`config.mk`:
```
export PLATFORM = sky130hd
export DESIGN_NAME = undo_log
export DESIGN_NICKNAME = d
export VERILOG_FILES = /design/src/common/graph_pkg.sv /design/src/hdl/undo_log.sv
export SDC_FILE = /design/constraint.sdc
export NUM_CORES = 2
export LEC_CHECK = 0
export ABC_AREA = 0
export BUFFER_PORTS_ARGS = -buffer_cell sky130_fd_sc_hd__buf_4
export CORE_MARGIN = 3
export CORE_UTILIZATION = 58
export CTS_CLUSTER_SIZE = 30
export DETAILED_ROUTE_END_ITERATION = 6
export GPL_ROUTABILITY_DRIVEN = 0
export HOLD_SLACK_MARGIN = 0.05
export PLACE_DENSITY_LB_ADDON = 0.05
export SYNTH_ARGS = -nofsm -noshare
export SYNTH_HDL_FRONTEND = slang
export SYNTH_SLANG_ARGS = --single-unit
```
`constraint.sdc`:
```
create_clock -name clk -period 6.6 [get_ports clk]
set_clock_uncertainty 0.2 [all_clocks]
set_input_delay 0.99 -clock clk [delete_from_list [all_inputs] [get_ports clk]]
set_output_delay 0.99 -clock clk [all_outputs]
set_load 0.05 [all_outputs]
```
`src/common/graph_pkg.sv`:
```
`default_nettype none

package graph_pkg;

localparam int mem_words = 1024;
localparam int word_idx_width = $clog2(mem_words);
localparam int addr_width = word_idx_width + 2; // byte address
localparam int data_width = 32;
localparam int len_width = 8;                   // beats minus one
localparam int burst_max = 64;

// header words that each hold a base in words
localparam logic [word_idx_width-1:0] hdr_edge_offset_idx = 3;
localparam logic [word_idx_width-1:0] hdr_neighbors_idx = 4;
localparam logic [word_idx_width-1:0] hdr_dist_idx = 5;

localparam int undo_entry_width = data_width + addr_width; // old value above address

endpackage

`default_nettype wire

```
`src/hdl/undo_log.sv`:
```
`default_nettype none

module undo_log #(
   parameter int undo_depth = 64
) (
   input  wire                                     clk,
   input  wire                                     rstn,
   input  wire                                     in_valid,
   input  wire  [graph_pkg::undo_entry_width-1:0]  in_entry,
   output logic                                    in_ready,
   output logic                                    out_valid,
   output logic [graph_pkg::undo_entry_width-1:0]  out_entry,
   input  wire                                     out_ready,
   output logic [$clog2(undo_depth):0]             count
);

localparam int ptr_width = $clog2(undo_depth);

logic [graph_pkg::undo_entry_width-1:0] entries [undo_depth];
logic [ptr_width-1:0] wr_ptr, rd_ptr;
logic in_fire, out_fire;

assign in_ready = (count != undo_depth);
assign out_valid = (count != '0);
assign out_entry = entries[rd_ptr];
assign in_fire = in_valid & in_ready;
assign out_fire = out_valid & out_ready;

always_ff @(posedge clk) begin
   if (!rstn) begin
      wr_ptr <= '0;
      rd_ptr <= '0;
      count <= '0;
   end else begin
      if (in_fire) wr_ptr <= wr_ptr + 1'b1; // wraps on power-of-two depth
      if (out_fire) rd_ptr <= rd_ptr + 1'b1;
      count <= count + in_fire - out_fire;
   end
end

always_ff @(posedge clk) begin
   if (in_fire) begin
      entries[wr_ptr] <= in_entry;
   end
end

endmodule

`default_nettype wire

```
=== Yosys cells after proc, flatten, opt, wreduce, memory -nomap -nowiden ===
Memory sizes are Yosys's and may differ from the RTL's. A register that Yosys moved wholly into a read port is not among the register bits.
Cells that the tools add are included.

* Flip-flop bits (word level): 19
* Memory bits (writable): 2,816
* Input port bits: 48
* Memories: 1

{| class="wikitable"
|+ Memories
! memory !! depth !! bits a word !! read ports !! clocked after Yosys merged registers in !! wr ports !! line !! source
|-
| entries || 64 || 44 || 1 || 1 || 1 || undo_log.sv:19 || <nowiki>logic [graph_pkg::undo_entry_width-1:0] entries [undo_depth];</nowiki>
|}

* $add $sub $neg: 4
* Eq/ne operators: 1
* Mux-type cells: 4
* Bitwise gates (word level): 2
* Reduce and logical (&&, ||, !) cells: 1

{| class="wikitable"
|+ Operators by type and width
! operator !! count
|-
| 6-bit by 1-bit adder with 6-bit output, second input constant || 2
|-
| 6-bit 2-to-1 mux || 2
|-
| 7-bit by 1-bit adder with 7-bit output || 1
|-
| 7-bit inequality test, second input constant || 1
|-
| 7-bit nonzero test || 1
|-
| 7-bit by 1-bit subtractor with 7-bit output || 1
|-
| 1-bit AND || 2
|-
| 1-bit 2-to-1 mux || 2
|}

=== Longest topological paths before layout ===
* Depth in word-level cells: 4
* Depth in mapped cells: 18

=== Worst setup path after synthesis ===
No wires, ideal clock.

* Path type: register -> register
* Start point: register count[4]
* End point: memory entries[62][0] (netlist bit), enable pin
* Data arrival time: 4.414 ns
* Required time: 5.954 ns
* Setup slack: 1.540 ns
* Cell stages (with the launch flop): 11
* Path buffers: 1
* Period minus slack after synthesis: 5.060 ns
* Path through: dfxtp_1 inv_1 ha_1 nor3b_1 nand3_1 and2_1 clkbuf_1 inv_1 nor2_1 nand3_1 nor2_1

* Cells in the longest elaborated chain, start to end: 4

{| class="wikitable"
|+ RTL lines
! what !! line !! source
|-
| start, declared || undo_log.sv:14 || <nowiki>output logic [$clog2(undo_depth):0] count</nowiki>
|-
| start signal, assigned || undo_log.sv:37 || <nowiki>count <= count + in_fire - out_fire;</nowiki>
|-
| 7-bit inequality test || undo_log.sv:23 || <nowiki>assign in_ready = (count != undo_depth);</nowiki>
|-
| via in_ready || undo_log.sv:10 || <nowiki>output logic in_ready,</nowiki>
|-
| 1-bit AND || undo_log.sv:26 || <nowiki>assign in_fire = in_valid & in_ready;</nowiki>
|-
| 1-bit 2-to-1 mux || undo_log.sv:42 || <nowiki>if (in_fire) begin</nowiki>
|-
| 1-bit 2-to-1 mux (not written as such) || undo_log.sv:43 || <nowiki>entries[wr_ptr] <= in_entry;</nowiki>
|-
| end, declared || undo_log.sv:19 ||
|}

The timed path passes the listed nets, and every way through them passes these cells.

==> metrics.md <==
| Metric | Value |
|---|---|
| Outcome | `complete, no violations` |
| Area contributors post-synth | `edfxtp_1 (78%), mux4_2 (14%), mux2i_1 (0.97%)` |
| Post-synthesis cell type count | `53` |
| VDD IR max | `0.352 mV` |
| Worst path required time | `5.41 ns` |
| Critical Path Slowest Stage Cell | `dfxtp_4` |
| Max-slew headroom | `2.15%` |
| Port-buffer cells | `100` |
| HPWL Detailed | `158 mm` |
| Most frequent cells in the layout | `edfxtp_1 (2816), mux4_2 (673), clkbuf_16 (303), buf_4 (238), a221oi_1 (117)` |
| Nets | `5034` |
| Instance count on the critical path | `9` |
| Unrepaired setup endpoints after global routing | `false` |
| Grt ovf | `0` |
| Yosys top cell by area | `edfxtp_1` |
| Share of cells above drive strength 1 | `27.9%` |
| Syn Area/Cell | `23.2 um^2` |
| Num ports | `101` |
| CP top delay family | `buffers and inverters` |
| First-pass GRT wire length | `409 mm` |
| H-tree depth | `5` |
| Fin crit share | `88.6%` |
| GR Layer Usage met2 | `47.6%` |
| Vias in the first global route | `52400` |
| Final Power | `42.1 mW` |
| Cts bufs inserted | `298` |
| Fmax | `171 MHz` |
| Worst reg2reg path depth | `8` |
| Via count | `53100` |
| Place WS | `1.68 ns` |
| Worst reg-to-reg setup slack | `2.07 ns` |
| Vias per std cell | `6.95` |
| Commonest non-fill, non-tap cell in the layout | `edfxtp_1` |
| Delay of the slowest cell on the worst path | `0.79 ns` |
| Power density cells | `346 mW/mm^2` |
| Worst setup margin | `0.752 ns` |
| Die Y | `437 um` |
| Core Region | `0.184 mm^2` |
| Antenna violations before repair | `9` |
| Clock latency on the worst-skew pair | `0.91 ns` |
| Worst Hold Launch | `rstn` |
| Initial Utilization | `58.7%` |
| CP cell instances | `buf_12 > buf_4 > mux4_2 > mux2i_1 > a21oi_1 > a21oi_1 > a221oi_1 > buf_4 > buf_4` |
| Critical path class | `reg2out` |
| #FFs+latches synth | `2841` |
| Asr flop ratio synth | `0%` |
| Slew Viols, Final | `0` |
| Worst-Margin Slew | `1.47 ns` |
| Placed cell area | `0.113 mm^2` |
| Fin crit period | `5.85 ns` |
| Min-Delay Endpoint | `wr_ptr[0]` |
| Hold path depth | `2` |
| Sequential area share after synthesis | `78.8%` |
| Remaining DRCs | `0` |
| Busiest grt layer | `met2` |
| CTS max path bufs | `4` |
| Area occupied by multi-input gates | `0.0219 mm^2` |
| Largest family of logic cells by synthesized area | `multiplexers` |
| GRT met1 Usage | `45.8%` |
| Multiplexer share of the synthesized area | `15.4%` |
| # resized after CTS | `0` |
| Cts hold-fix bufs | `0` |
| Largest net degree at the start of global routing | `111` |
| Setup Fix Bufs, Post-CTS | `0` |
| Worst setup EP type | `output pin` |
| Clock Sink Count | `2841` |
| Number of synthesized flops with an enable pin | `2816` |
| CTS clock-pin slew for the worst setup and hold paths | `0.06 ns` |
| Met3 Use GR | `5.32%` |
| Post-Route WL | `290 mm` |
| Hold Path Class | `in2reg` |
| Initial detailed-routing violation count | `7262` |
| Warnings, synthesis | `0` |
| CP dominant cell by count | `buf_4` |
| Synth Flop Type | `edfxtp_1` |
| Post-Synth Adder-Cell Area | `0.146%` |
| Drt pass-1 iters | `5` |
| Leak | `37.2 nW` |
| Die W | `437 um` |
| Post-Syn Instances | `4649` |
| Simple-gate area share of the yosys netlist | `1.15%` |
| Buf/Inv on CP | `4` |
| Fill count | `11900` |
| Final hold viol count | `0` |
| Area Overhead vs Synth | `12.7%` |
| Worst-path fanout max | `110` |
| Mapped Nets | `4709` |
| Final ANT Viol Nets | `0` |
| Post-route cell area | `0.122 mm^2` |
| CP startpoint kind | `flop` |
| Area fraction of the dominant cell type after synthesis | `78.3%` |
| Die area | `0.191 mm^2` |
| FF/Latch Area | `0.0851 mm^2` |
| Avg WL per Cell | `38.0 um` |
| Reg2Reg Launch Point | `count[4]` |
| TNS Setup | `0 ns` |
| Reg2reg end | `entries[53][6]` |
| Root Buffer | `clkbuf_16` |
| CTS tree | `yes` |
| Endpoints failing setup | `0` |
| Max-cap violations | `0` |
| Row count | `157` |
| Post-Syn Area | `0.108 mm^2` |
| WP data arrival | `4.66 ns` |
| Xor and xnor area share after synthesis | `0.0892%` |
| Compound-Gate Fraction of Synth Area | `3.01%` |
| Gr usage total | `30.8%` |
==> report_power, final <==
group	total, mW	switching [mW]	internal (mW)
Combinational	6.58	3.55	3.02
Clock	15.4	6.55	8.87
Sequential	20.1	0.115	20.0
Total	42.1	10.2	31.9
==> worst max path at each step <==
stage | startpoint | to
after global placement | flop | out_entry[18]
after floorplan | count[4] | entries[62][0]
after detailed placement | flop | out_entry[18]
after CTS | flop | out_entry[18]
after global routing | flop | out_entry[18]
final | flop | out_entry[19]
==> layout make-up <==
class | count | area share (%)
antenna | 5 | 0.0103
timing repair buffer | 292 | 2.36
tap | 2464 | 2.53
multi-input combinational | 1529 | 18.0
clock inverter | 131 | 0.770
sequential | 2841 | 69.9
clock buffer | 371 | 6.44
inverter | 12 | 0.0370
==> synth_stat cells (19+ instances only) <==
cell type     n
mux2_2       29
o22ai_1      79
nand2_1      32
clkbuf_1    113
a22o_1       74
edfxtp_1   2816
buf_6        32
nor3_1       23
buf_2        69
nor2b_1      19
buf_4        31
mux4_2      673
a21oi_1      94
nor2_1      100
a221oi_1    117
dfxtp_1      25
mux2i_1     105
o221ai_1     42
==> flip-flops by register name, indices dropped and copies added (netlist names), named ones only <==
signal   flops
entries   2816
rd_ptr       6
count        7
wr_ptr       6
==> per-stage QoR <==
stage,hold slack (ns),std cells,util [%]
CTS,0.195,7640,66.1
global placement,0.335,7138,61.4
finish,0.263,7645,66.1
global route,0.229,7641,66.1
detailed placement,0.342,7138,61.4
floorplan,0.306,4649,-
==> logic make-up (layout without fill, tap and decap cells) <==
kind of cell               after synthesis  after routing
other                                    0              5
xor gates and xnor gates                11             11
and+or+nand+nor                        254            254
adders and majority gates               12             12
DFF                                   2841           2841
AOI/OAI and AO/OA                      442            442
buffers and inverters                  279            806
muxes                                  810            810
==> routing by layer <==
metal,vias to the layer above,part of all wire [%]
met5,-,0.0079
li1,20700,-
met3,535,9.5
met2,2941,48
met1,28900,40
met4,4,3.4
Note: power is estimated with default switching activity, not from simulation.
