==> src/common/graph_pkg.sv <==
`default_nettype none

package graph_pkg;

localparam int mem_words = 1024;
localparam int word_idx_width = $clog2(mem_words);
localparam int addr_width = word_idx_width + 2; // byte address
localparam int data_width = 32;
localparam int len_width = 8;                   // beats minus one
localparam int burst_max = 64;

// header words that each hold a base in words
localparam logic [word_idx_width-1:0] hdr_edge_offset_idx = 3;
localparam logic [word_idx_width-1:0] hdr_neighbors_idx = 4;
localparam logic [word_idx_width-1:0] hdr_dist_idx = 5;

localparam int undo_entry_width = data_width + addr_width; // old value above address

endpackage

`default_nettype wire

==> src/common/task_pkg.sv <==
`default_nettype none

package task_pkg;

localparam int task_ts_width = 32;     // candidate distance
localparam int task_locale_width = 16; // vertex id
localparam int task_ttype_width = 4;
localparam int task_args_width = 12;

localparam int task_width =
   task_args_width + task_ttype_width + task_locale_width + task_ts_width;

// field positions with args on top
localparam int ts_lsb = 0;
localparam int locale_lsb = ts_lsb + task_ts_width;
localparam int ttype_lsb = locale_lsb + task_locale_width;

localparam logic [task_ttype_width-1:0] ttype_relax = '0;

endpackage

`default_nettype wire

==> src/sssp_core/sssp_core.sv <==
`default_nettype none

module sssp_core (
   input  wire                                     clk,
   input  wire                                     rstn,
   input  wire                                     pop_valid,
   input  wire  [task_pkg::task_width-1:0]         pop_task,
   output logic                                    pop_ready,
   output logic                                    child_valid,
   output logic [task_pkg::task_width-1:0]         child_task,
   input  wire                                     child_ready,
   output logic                                    ar_valid,
   output logic [graph_pkg::addr_width-1:0]        ar_addr,
   output logic [graph_pkg::len_width-1:0]         ar_len,
   input  wire                                     ar_ready,
   input  wire                                     r_valid,
   input  wire  [graph_pkg::data_width-1:0]        r_data,
   input  wire                                     r_last,
   output logic                                    r_ready,
   output logic                                    wr_valid,
   output logic [graph_pkg::addr_width-1:0]        wr_addr,
   output logic [graph_pkg::data_width-1:0]        wr_data,
   input  wire                                     wr_ready,
   input  wire                                     wr_done,
   output logic                                    undo_valid,
   output logic [graph_pkg::undo_entry_width-1:0]  undo_entry,
   input  wire                                     undo_ready,
   output logic                                    core_idle
);

localparam int aw = graph_pkg::addr_width;
localparam int iw = graph_pkg::word_idx_width;

typedef enum logic [3:0] {
   s_idle, s_base_rd, s_base_wait, s_dist_rd, s_dist_wait, s_eoff_rd, s_eoff_wait,
   s_nbr_rd, s_nbr_wait, s_wt_wait, s_write_wait
} core_state_t;
typedef enum logic [1:0] {w_idle, w_undo, w_write, w_done} write_state_t;

core_state_t state, state_next;
write_state_t wstate, wstate_next;
logic initialized, wr_begin;
logic [1:0] base_sel;
logic [iw-1:0] hdr_idx;
logic [aw-1:0] base_eoff, base_nbr, base_dist, dist_addr;
logic [task_pkg::task_locale_width-1:0] vertex_id, neighbor;
logic [task_pkg::task_ts_width-1:0] vertex_dist;
logic [graph_pkg::data_width-1:0] old_dist, edge_start, edge_end, nbr_beats;

assign core_idle = (state == s_idle);
assign pop_ready = (state == s_idle);
assign dist_addr = base_dist + {vertex_id[iw-1:0], 2'b00};
assign nbr_beats = (edge_end - edge_start) << 1; // id and weight per edge

assign r_ready = (state == s_base_wait) | (state == s_dist_wait) |
                 (state == s_eoff_wait) | (state == s_nbr_wait) |
                 ((state == s_wt_wait) & child_ready); // stall burst behind child push

always_comb begin
   case (base_sel)
      2'd0: hdr_idx = graph_pkg::hdr_edge_offset_idx;
      2'd1: hdr_idx = graph_pkg::hdr_neighbors_idx;
      default: hdr_idx = graph_pkg::hdr_dist_idx;
   endcase
end

always_comb begin
   child_task = '0; // args stay zero
   child_task[task_pkg::ts_lsb +: task_pkg::task_ts_width] = r_data + vertex_dist;
   child_task[task_pkg::locale_lsb +: task_pkg::task_locale_width] = neighbor;
   child_task[task_pkg::ttype_lsb +: task_pkg::task_ttype_width] = task_pkg::ttype_relax;
end

always_comb begin
   state_next = state;
   ar_valid = 1'b0;
   ar_addr = '0;
   ar_len = '0; // single beat
   wr_begin = 1'b0;
   child_valid = 1'b0;
   case (state)
      s_idle: begin
         if (pop_valid) begin
            state_next = initialized ? s_dist_rd : s_base_rd;
         end
      end
      s_base_rd: begin
         ar_valid = 1'b1;
         ar_addr = {hdr_idx, 2'b00};
         if (ar_ready) begin
            state_next = s_base_wait;
         end
      end
      s_base_wait: begin
         if (r_valid) begin
            state_next = (base_sel == 2'd2) ? s_dist_rd : s_base_rd;
         end
      end
      s_dist_rd: begin
         ar_valid = 1'b1;
         ar_addr = dist_addr;
         if (ar_ready) begin
            state_next = s_dist_wait;
         end
      end
      s_dist_wait: begin
         if (r_valid) begin
            if (vertex_dist < r_data) begin
               wr_begin = 1'b1; // write runs beside the edge reads
               state_next = s_eoff_rd;
            end else begin
               state_next = s_idle;
            end
         end
      end
      s_eoff_rd: begin
         ar_valid = 1'b1;
         ar_addr = base_eoff + {vertex_id[iw-1:0], 2'b00};
         ar_len = 1; // start and end offsets
         if (ar_ready) begin
            state_next = s_eoff_wait;
         end
      end
      s_eoff_wait: begin
         if (r_valid && r_last) begin
            state_next = s_nbr_rd;
         end
      end
      s_nbr_rd: begin
         if (edge_start == edge_end) begin
            state_next = s_write_wait;
         end else begin
            ar_valid = 1'b1;
            ar_addr = base_nbr + {edge_start[iw-2:0], 3'b000};
            ar_len = graph_pkg::len_width'(nbr_beats - 1);
            if (ar_ready) begin
               state_next = s_nbr_wait;
            end
         end
      end
      s_nbr_wait: begin
         if (r_valid) begin
            state_next = s_wt_wait;
         end
      end
      s_wt_wait: begin
         child_valid = r_valid;
         if (r_valid && child_ready) begin
            state_next = r_last ? s_write_wait : s_nbr_wait;
         end
      end
      s_write_wait: begin
         if (wstate == w_idle) begin
            state_next = s_idle;
         end
      end
      default: state_next = s_idle;
   endcase
end

always_comb begin
   wstate_next = wstate;
   case (wstate)
      w_idle:  if (wr_begin) wstate_next = w_undo;
      w_undo:  if (undo_ready) wstate_next = w_write;
      w_write: if (wr_ready) wstate_next = w_done;
      default: if (wr_done) wstate_next = w_idle;
   endcase
end

assign undo_valid = (wstate == w_undo);
assign undo_entry = {old_dist, dist_addr};
assign wr_valid = (wstate == w_write);
assign wr_addr = dist_addr;
assign wr_data = vertex_dist;

always_ff @(posedge clk) begin
   if (!rstn) begin
      state <= s_idle;
      wstate <= w_idle;
      initialized <= 1'b0;
      base_sel <= '0;
   end else begin
      state <= state_next;
      wstate <= wstate_next;
      if (state == s_base_rd) begin
         initialized <= 1'b1;
      end
      if (state == s_base_wait && r_valid) begin
         base_sel <= base_sel + 2'd1;
      end
   end
end

always_ff @(posedge clk) begin
   if (pop_valid && pop_ready) begin
      vertex_id <= pop_task[task_pkg::locale_lsb +: task_pkg::task_locale_width];
      vertex_dist <= pop_task[task_pkg::ts_lsb +: task_pkg::task_ts_width];
   end
   if (r_valid && r_ready) begin
      case (state)
         s_base_wait: begin
            if (base_sel == 2'd0) base_eoff <= {r_data[iw-1:0], 2'b00};
            if (base_sel == 2'd1) base_nbr <= {r_data[iw-1:0], 2'b00};
            if (base_sel == 2'd2) base_dist <= {r_data[iw-1:0], 2'b00};
         end
         s_dist_wait: old_dist <= r_data;
         s_eoff_wait: begin
            if (r_last) edge_end <= r_data;
            else edge_start <= r_data;
         end
         s_nbr_wait: neighbor <= r_data[task_pkg::task_locale_width-1:0];
         default: ;
      endcase
   end
end

a_burst_len: assert property (@(posedge clk) disable iff (!rstn)
   ar_valid |-> ar_len < graph_pkg::burst_max &&
                (state != s_nbr_rd || nbr_beats <= graph_pkg::burst_max));

// the previous task waits for its write, so a new one never overlaps it
a_write_not_busy: assert property (@(posedge clk) disable iff (!rstn)
   wr_begin |-> wstate == w_idle);

endmodule

`default_nettype wire
==> config.mk <==
export PLATFORM = sky130hd
export DESIGN_NAME = sssp_core
export DESIGN_NICKNAME = d
export VERILOG_FILES = /design/src/common/graph_pkg.sv /design/src/common/task_pkg.sv /design/src/sssp_core/sssp_core.sv
export SDC_FILE = /design/constraint.sdc
export NUM_CORES = 1
export LEC_CHECK = 0
export BUFFER_PORTS_ARGS = -buffer_cell sky130_fd_sc_hd__buf_2
export CAP_MARGIN = 20
export CORE_MARGIN = 3
export CORE_UTILIZATION = 60
export CTS_BUF_LIST = sky130_fd_sc_hd__clkbuf_2
export DETAILED_ROUTE_END_ITERATION = 7
export GPL_TIMING_DRIVEN = 0
export PLACE_DENSITY = 0.91
export SLEW_MARGIN = 20
export SYNTH_ARGS = -nofsm -noshare
export SYNTH_HDL_FRONTEND = slang
export SYNTH_SLANG_ARGS = --single-unit
==> constraint.sdc <==
create_clock -name clk -period 5 [get_ports clk]
set_input_delay 0.5 -clock clk [delete_from_list [all_inputs] [get_ports clk]]
set_output_delay 0.5 -clock clk [all_outputs]
set_load 0.03 [all_outputs]
# ---- Yosys cells after proc, flatten, opt, wreduce, memory -nomap -nowiden
# Index checks and enable logic that the tools add are counted.
dict set report classes {
  muxes 33
  addsub 7
  eq_ne 29
  n_lt_le_gt_ge 1
  n_reduce_logical 19
  bitwise_logic 6
}
# op count
set ops {}
lappend ops {{4-bit 2-to-1 mux} 12}
lappend ops {{12-bit one-hot mux with 4 select lines} 1}
lappend ops {{4-bit one-hot mux with 11 select lines} 1}
lappend ops {{12-bit adder} 3}
lappend ops {{32-bit adder} 1}
lappend ops {{32-bit equality test} 1}
lappend ops {{32-bit < comparator} 1}
lappend ops {{2-bit inequality test (second input constant)} 9}
lappend ops {{4-bit by 3-bit equality test with 1-bit output (second input constant)} 4}
lappend ops {{8-bit one-hot mux with 2 select lines} 1}
lappend ops {{3-bit AND reduction} 5}
lappend ops {{2-bit 2-to-1 mux} 7}
lappend ops {{4-bit equality test (second input constant)} 3}
lappend ops {{12-bit 2-to-1 mux} 1}
lappend ops {{11-bit AND reduction} 1}
lappend ops {{4-bit by 2-bit equality test with 1-bit output (second input constant)} 2}
lappend ops {{8-bit 2-to-1 mux} 1}
lappend ops {{2-bit by 1-bit inequality test with 1-bit output (second input constant)} 4}
lappend ops {{8-bit by 1-bit subtractor with 8-bit output (second input constant)} 1}
lappend ops {{7-bit subtractor} 1}
lappend ops {{2-bit one-hot mux with 3 select lines} 1}
lappend ops {{3-bit one-hot mux with 2 select lines} 1}
lappend ops {{1-bit logical AND} 5}
lappend ops {{1-bit 2-to-1 mux} 5}
lappend ops {{other kinds (16)} 23}
dict set report totals {
  register_bits 193
  elab_cells 108
  out_inout_bits 179
  input_bits 106
}

# ---- Depth between registers and ports, before layout
dict set report depth {
  ltp_word 7
  depth_mapped 12
  ltp_nobuf 12
}

# ---- Worst setup path after synthesis
# Ideal clock, no wire load.
dict set report synth_path {
  kind {reg2out}
  startpoint {reg vertex_dist (netlist bit wr_data[8])}
  endpoint {out child_task[29] in the netlist's numbering}
  path_stages_with_launch 9
  arrival_time_ns 2.953
  t_required_ns 4.500
  n_path_buf 0
  slack_ns 1.547
  path_cell_list {edfxtp_1 ha_1 or3_1 nor4_2 a21o_2 a21oi_4 a211oi_2 o41ai_2 o311ai_1}
}
dict set report synth_between {
  elab_chain_len 1
}
# item line
set synth_rtl {}
lappend synth_rtl {{from (decl)} sssp_core.sv:47} ;# logic [task_pkg::task_ts_width-1:0] vertex_dist;
lappend synth_rtl {{from (signal assigned)} sssp_core.sv:198} ;# vertex_dist <= pop_task[task_pkg::ts_lsb +: task_pkg::task_ts_width];
lappend synth_rtl {{32-bit adder} sssp_core.sv:69} ;# child_task[task_pkg::ts_lsb +: task_pkg::task_ts_width] = r_data + vertex_dist;
lappend synth_rtl {{to (decl)} sssp_core.sv:10} ;# output logic [task_pkg::task_width-1:0] child_task,
# Every way passes these cells.

# ---- Worst setup path in the final report
dict set report layout_path {
  startpoint {in r_data[0] in the netlist's numbering}
  endpoint {out child_task[20] in the netlist's numbering}
}
dict set report layout_between {
  elab_chain_len 1
}
# item line
set layout_rtl {}
lappend layout_rtl {{from (decl)} sssp_core.sv:17} ;# input wire [graph_pkg::data_width-1:0] r_data,
lappend layout_rtl {{32-bit adder} sssp_core.sv:69}
# Every way passes these cells.

==> run_results.csv <==
group,metric,value,unit
worst_setup_path,worstPathArrival,4.03,ns
floorplanning,top_level_ports,285,
clock_tree,cts_resized,0,
worst_setup_path,endpoint_kind,"primary output",
worst_setup_path,regToRegStartpoint,"edge_start[0]",
clock_tree,cts_max_level,4,
synthesis,ys_seq_area_frac,0.524,
drt,wire_per_inst,19.1,um
floorplanning,dieArea,19800,um^2
synthesis,syn_area,10900,um^2
clock_tree,root_buffer,"clkbuf_2",
grt,grt_max_degree,31,
timing,hold_viol,0,
synthesis,ys_ff_latch,193,
min_path,hold_class,"input pin to flip-flop",
timing,setup_viol,0,
timing,slew_headroom,0.276,
final_layout,fin_area,13500,um^2
timing,worst_pin_slew,1.09,ns
worst_setup_path,rrSetupSlack,2.30,ns
final_layout,area_growth,24.3,%
clock_tree,clk_path_buf_depth,2,
timing,period_share,0.906,
synthesis,yosys.cell_types.count,66,
synthesis,netlist_instances,923,
worst_setup_path,startpoint_type,"input pin",
timing,finClkSkew,0.0489,ns
run_status,outcome,"finished clean",
worst_setup_path,path_class,"input pin to primary output",
synthesis,ys.flop_type,"edfxtp_1",
placement,gp_congestion,0.874,
final_layout,drive_gt1_frac,0.258,
placement,io_buffer_count,240,
timing,fmax,0.221,GHz
grt,grt_pass1_vias,8623,
synthesis,synth_edf_count,184,
synthesis,async_flop_share,0,
power,ir_drop,0.000375,V
timing,fin_crit,4.53,ns
clock_tree,clock_latency,0.78,ns
placement,dp_hpwl,19900,um
placement,placed_area,12600,um^2
power,p_per_area,446,nW/um^2
final_layout,finalNetCount,1497,
synthesis,yosys_warnings,0,
drt,ant_nets,0,
grt,grt-ovfl-total,0,
power,leakage,0.00586,uW
floorplanning,initial_core_util,0.621,
timing,fin_setup_tns,0,ns
synthesis,yosys.area.top_type,"edfxtp_1",
grt,grt_usage,0.284,
floorplanning,die_h,141,um
clock_tree,cts_tree,"done",
run,cap_violations,0,
final_layout,fill_cells,1061,
timing,slew_violations,0,
floorplanning,rows,48,
timing,rsz0062_at_grt,"no",
synthesis,avgSynthCellArea,11.8,um^2
drt,wl,29100,um
clock_tree,numCtsBuffers,17,
drt,drtIter0Drc,702,
worst_setup_path,setup.worst_path.start,"r_data[0]",
floorplanning,die_width,141,um
synthesis,netlist.area_leader.share,0.507,
drt,drc,0,
worst_setup_path,worstPathMaxFanout,9,
drt,firstDrtPassIters,6,
grt,antenna_found_initial,2,
synthesis,synthTopCellsByArea,"edfxtp_1 51%, ha_1 12%, xnor2_1 3.5%",
grt,grt_pass1_wl,44300,um
clock_tree,clk_pin_slew_worst_paths,0.27,ns
drt,vias,8695,
min_path,hp-start,"r_last",
drt,drt-vias-per-instance,5.72,
worst_setup_path,cp.required,4.50,ns
floorplanning,core_area,17500,um^2
clock_tree,cts.sinks,193,
[path summary, 6_finish.rpt]
check / end / cells after the start
hold reg to reg: initialized / 2
setup reg to reg: wstate[0] / 9
setup / recovery: child_task[20] / 14
hold / removal: edge_start[12] / 2
[placed cells by master (no fill, tap or decap), types with 9 or more instances in the layout]
master         Yosys  layout
a21o_1            13      13
a21oi_1           62      62
buf_2              2     242
buf_4             35      35
clkbuf_1          12      12
clkbuf_2           0      18
conb_1             1      22
dfxtp_1            9       9
dlygate4sd3_1      0      75
edfxtp_1         184     184
ha_1             104     104
inv_1             90      90
nand2_1           31      31
nand3_1           12      12
nor2_1            59      57
nor2b_1           13      13
nor3_1            11      11
nor4_1            12      12
o21ai_0           25      25
o21bai_1          20      20
xnor2_1           43      43
xor2_1            43      43
[worst max-delay path, stage by stage]
cell and delay (ns):
dlygate4sd3_1 0.52, buf_2 0.27, ha_1 0.22, inv_1 0.06
fa_1 0.41, o21bai_1 0.14, a21oi_1 0.12, o31ai_1 0.48
and3_1 0.32, nor2_1 0.12, o31ai_2 0.29, mux2i_1 0.23
o2111ai_1 0.14, buf_2 0.20
[sequential cells by signal, summed over array words and instances, names as in the netlist]
register and cells:
edge_end 32, edge_start 32, old_dist 32, wr_data 32
neighbor 16, base_dist 10, base_eoff 10, base_nbr 10
vertex_id 10, state 4, base_sel 2, wstate 2
initialized 1
[final cells by class]
cell class	instances	area, um^2	share of cell area
well taps	225	282	0.0208
plain buffers	49	318	0.0235
flip-flops and latches	193	5710	0.422
repair buffers	319	2050	0.151
clock buffers	18	90.1	0.00666
diodes	2	5.00	0.000370
inverters	92	345	0.0255
clock inverters	13	128	0.00943
multi-input cells	610	4620	0.341
[metrics by stage]
step / setup WS (ns) / hold slack [ns] / total power [uW] / util / instances
6_report: 0.468 / 0.137 / 6030 / 0.772 / 1521
3_5_place_dp: 1.12 / 0.481 / 5180 / 0.716 / 1413
4_1_cts: 0.639 / 0.000310 / 5950 / 0.768 / 1512
5_1_grt: 0.337 / 0.0552 / 6320 / 0.772 / 1521
3_3_place_gp: 1.14 / 0.473 / 5090 / 0.710 / 1409
2_1_floorplan: 1.55 / 0.459 / 4340 / - / 944
[cells by family (layout without fill, tap and decap cells)]
family,Yosys count,in the layout,share of synthesized area
AO/OA/AOI/OAI,195,195,0.121
XOR/XNOR,86,86,0.0692
adder cells (fa/ha/maj),109,109,0.129
buffers and inverters,141,491,0.0609
flip-flops,193,193,0.524
multiplexers,4,4,0.00368
other,1,24,0.000344
AND/OR/NAND/NOR,194,194,0.0918
[metal layers]
metal / share of wire / global-route usage
met3: 0.085 / 0.0651
met4: 0.038 / 0.123
met5: 0 / 0
met2: 0.50 / 0.493
met1: 0.37 / 0.341
[cell usage after synthesis (3+ instances only)]
master	number
a211oi_1	7
a21boi_0	4
a21o_1	13
a21oi_1	62
a221oi_1	3
a22oi_1	4
a31oi_1	6
and2_1	7
and3_1	8
buf_4	35
clkbuf_1	12
dfxtp_1	9
edfxtp_1	184
fa_1	5
ha_1	104
inv_1	90
mux2i_1	4
nand2_1	31
nand2b_1	7
nand3_1	12
nand4_1	8
nor2_1	59
nor2b_1	13
nor3_1	11
nor3b_1	5
nor4_1	12
o211ai_1	4
o21a_1	5
o21ai_0	25
o21ai_1	3
o21bai_1	20
o221ai_1	7
o311ai_1	3
o31ai_1	7
or3_1	8
xnor2_1	43
xor2_1	43
[power breakdown]
group / total (uW) / switching (uW) / leakage (uW) / internal [uW]
combinational: 3180 / 2130 / 0.00398 / 1050
clock: 744 / 552 / 0.000136 / 192
sequential: 2110 / 123 / 0.00175 / 1990
[what timing repair did]
item / CTS / global route
buffers inserted: 0 / 0
hold endpoints to repair: 120 / 19
hold buffers: 68 / 7
No activity file was read; power rests on OpenSTA's default activity.
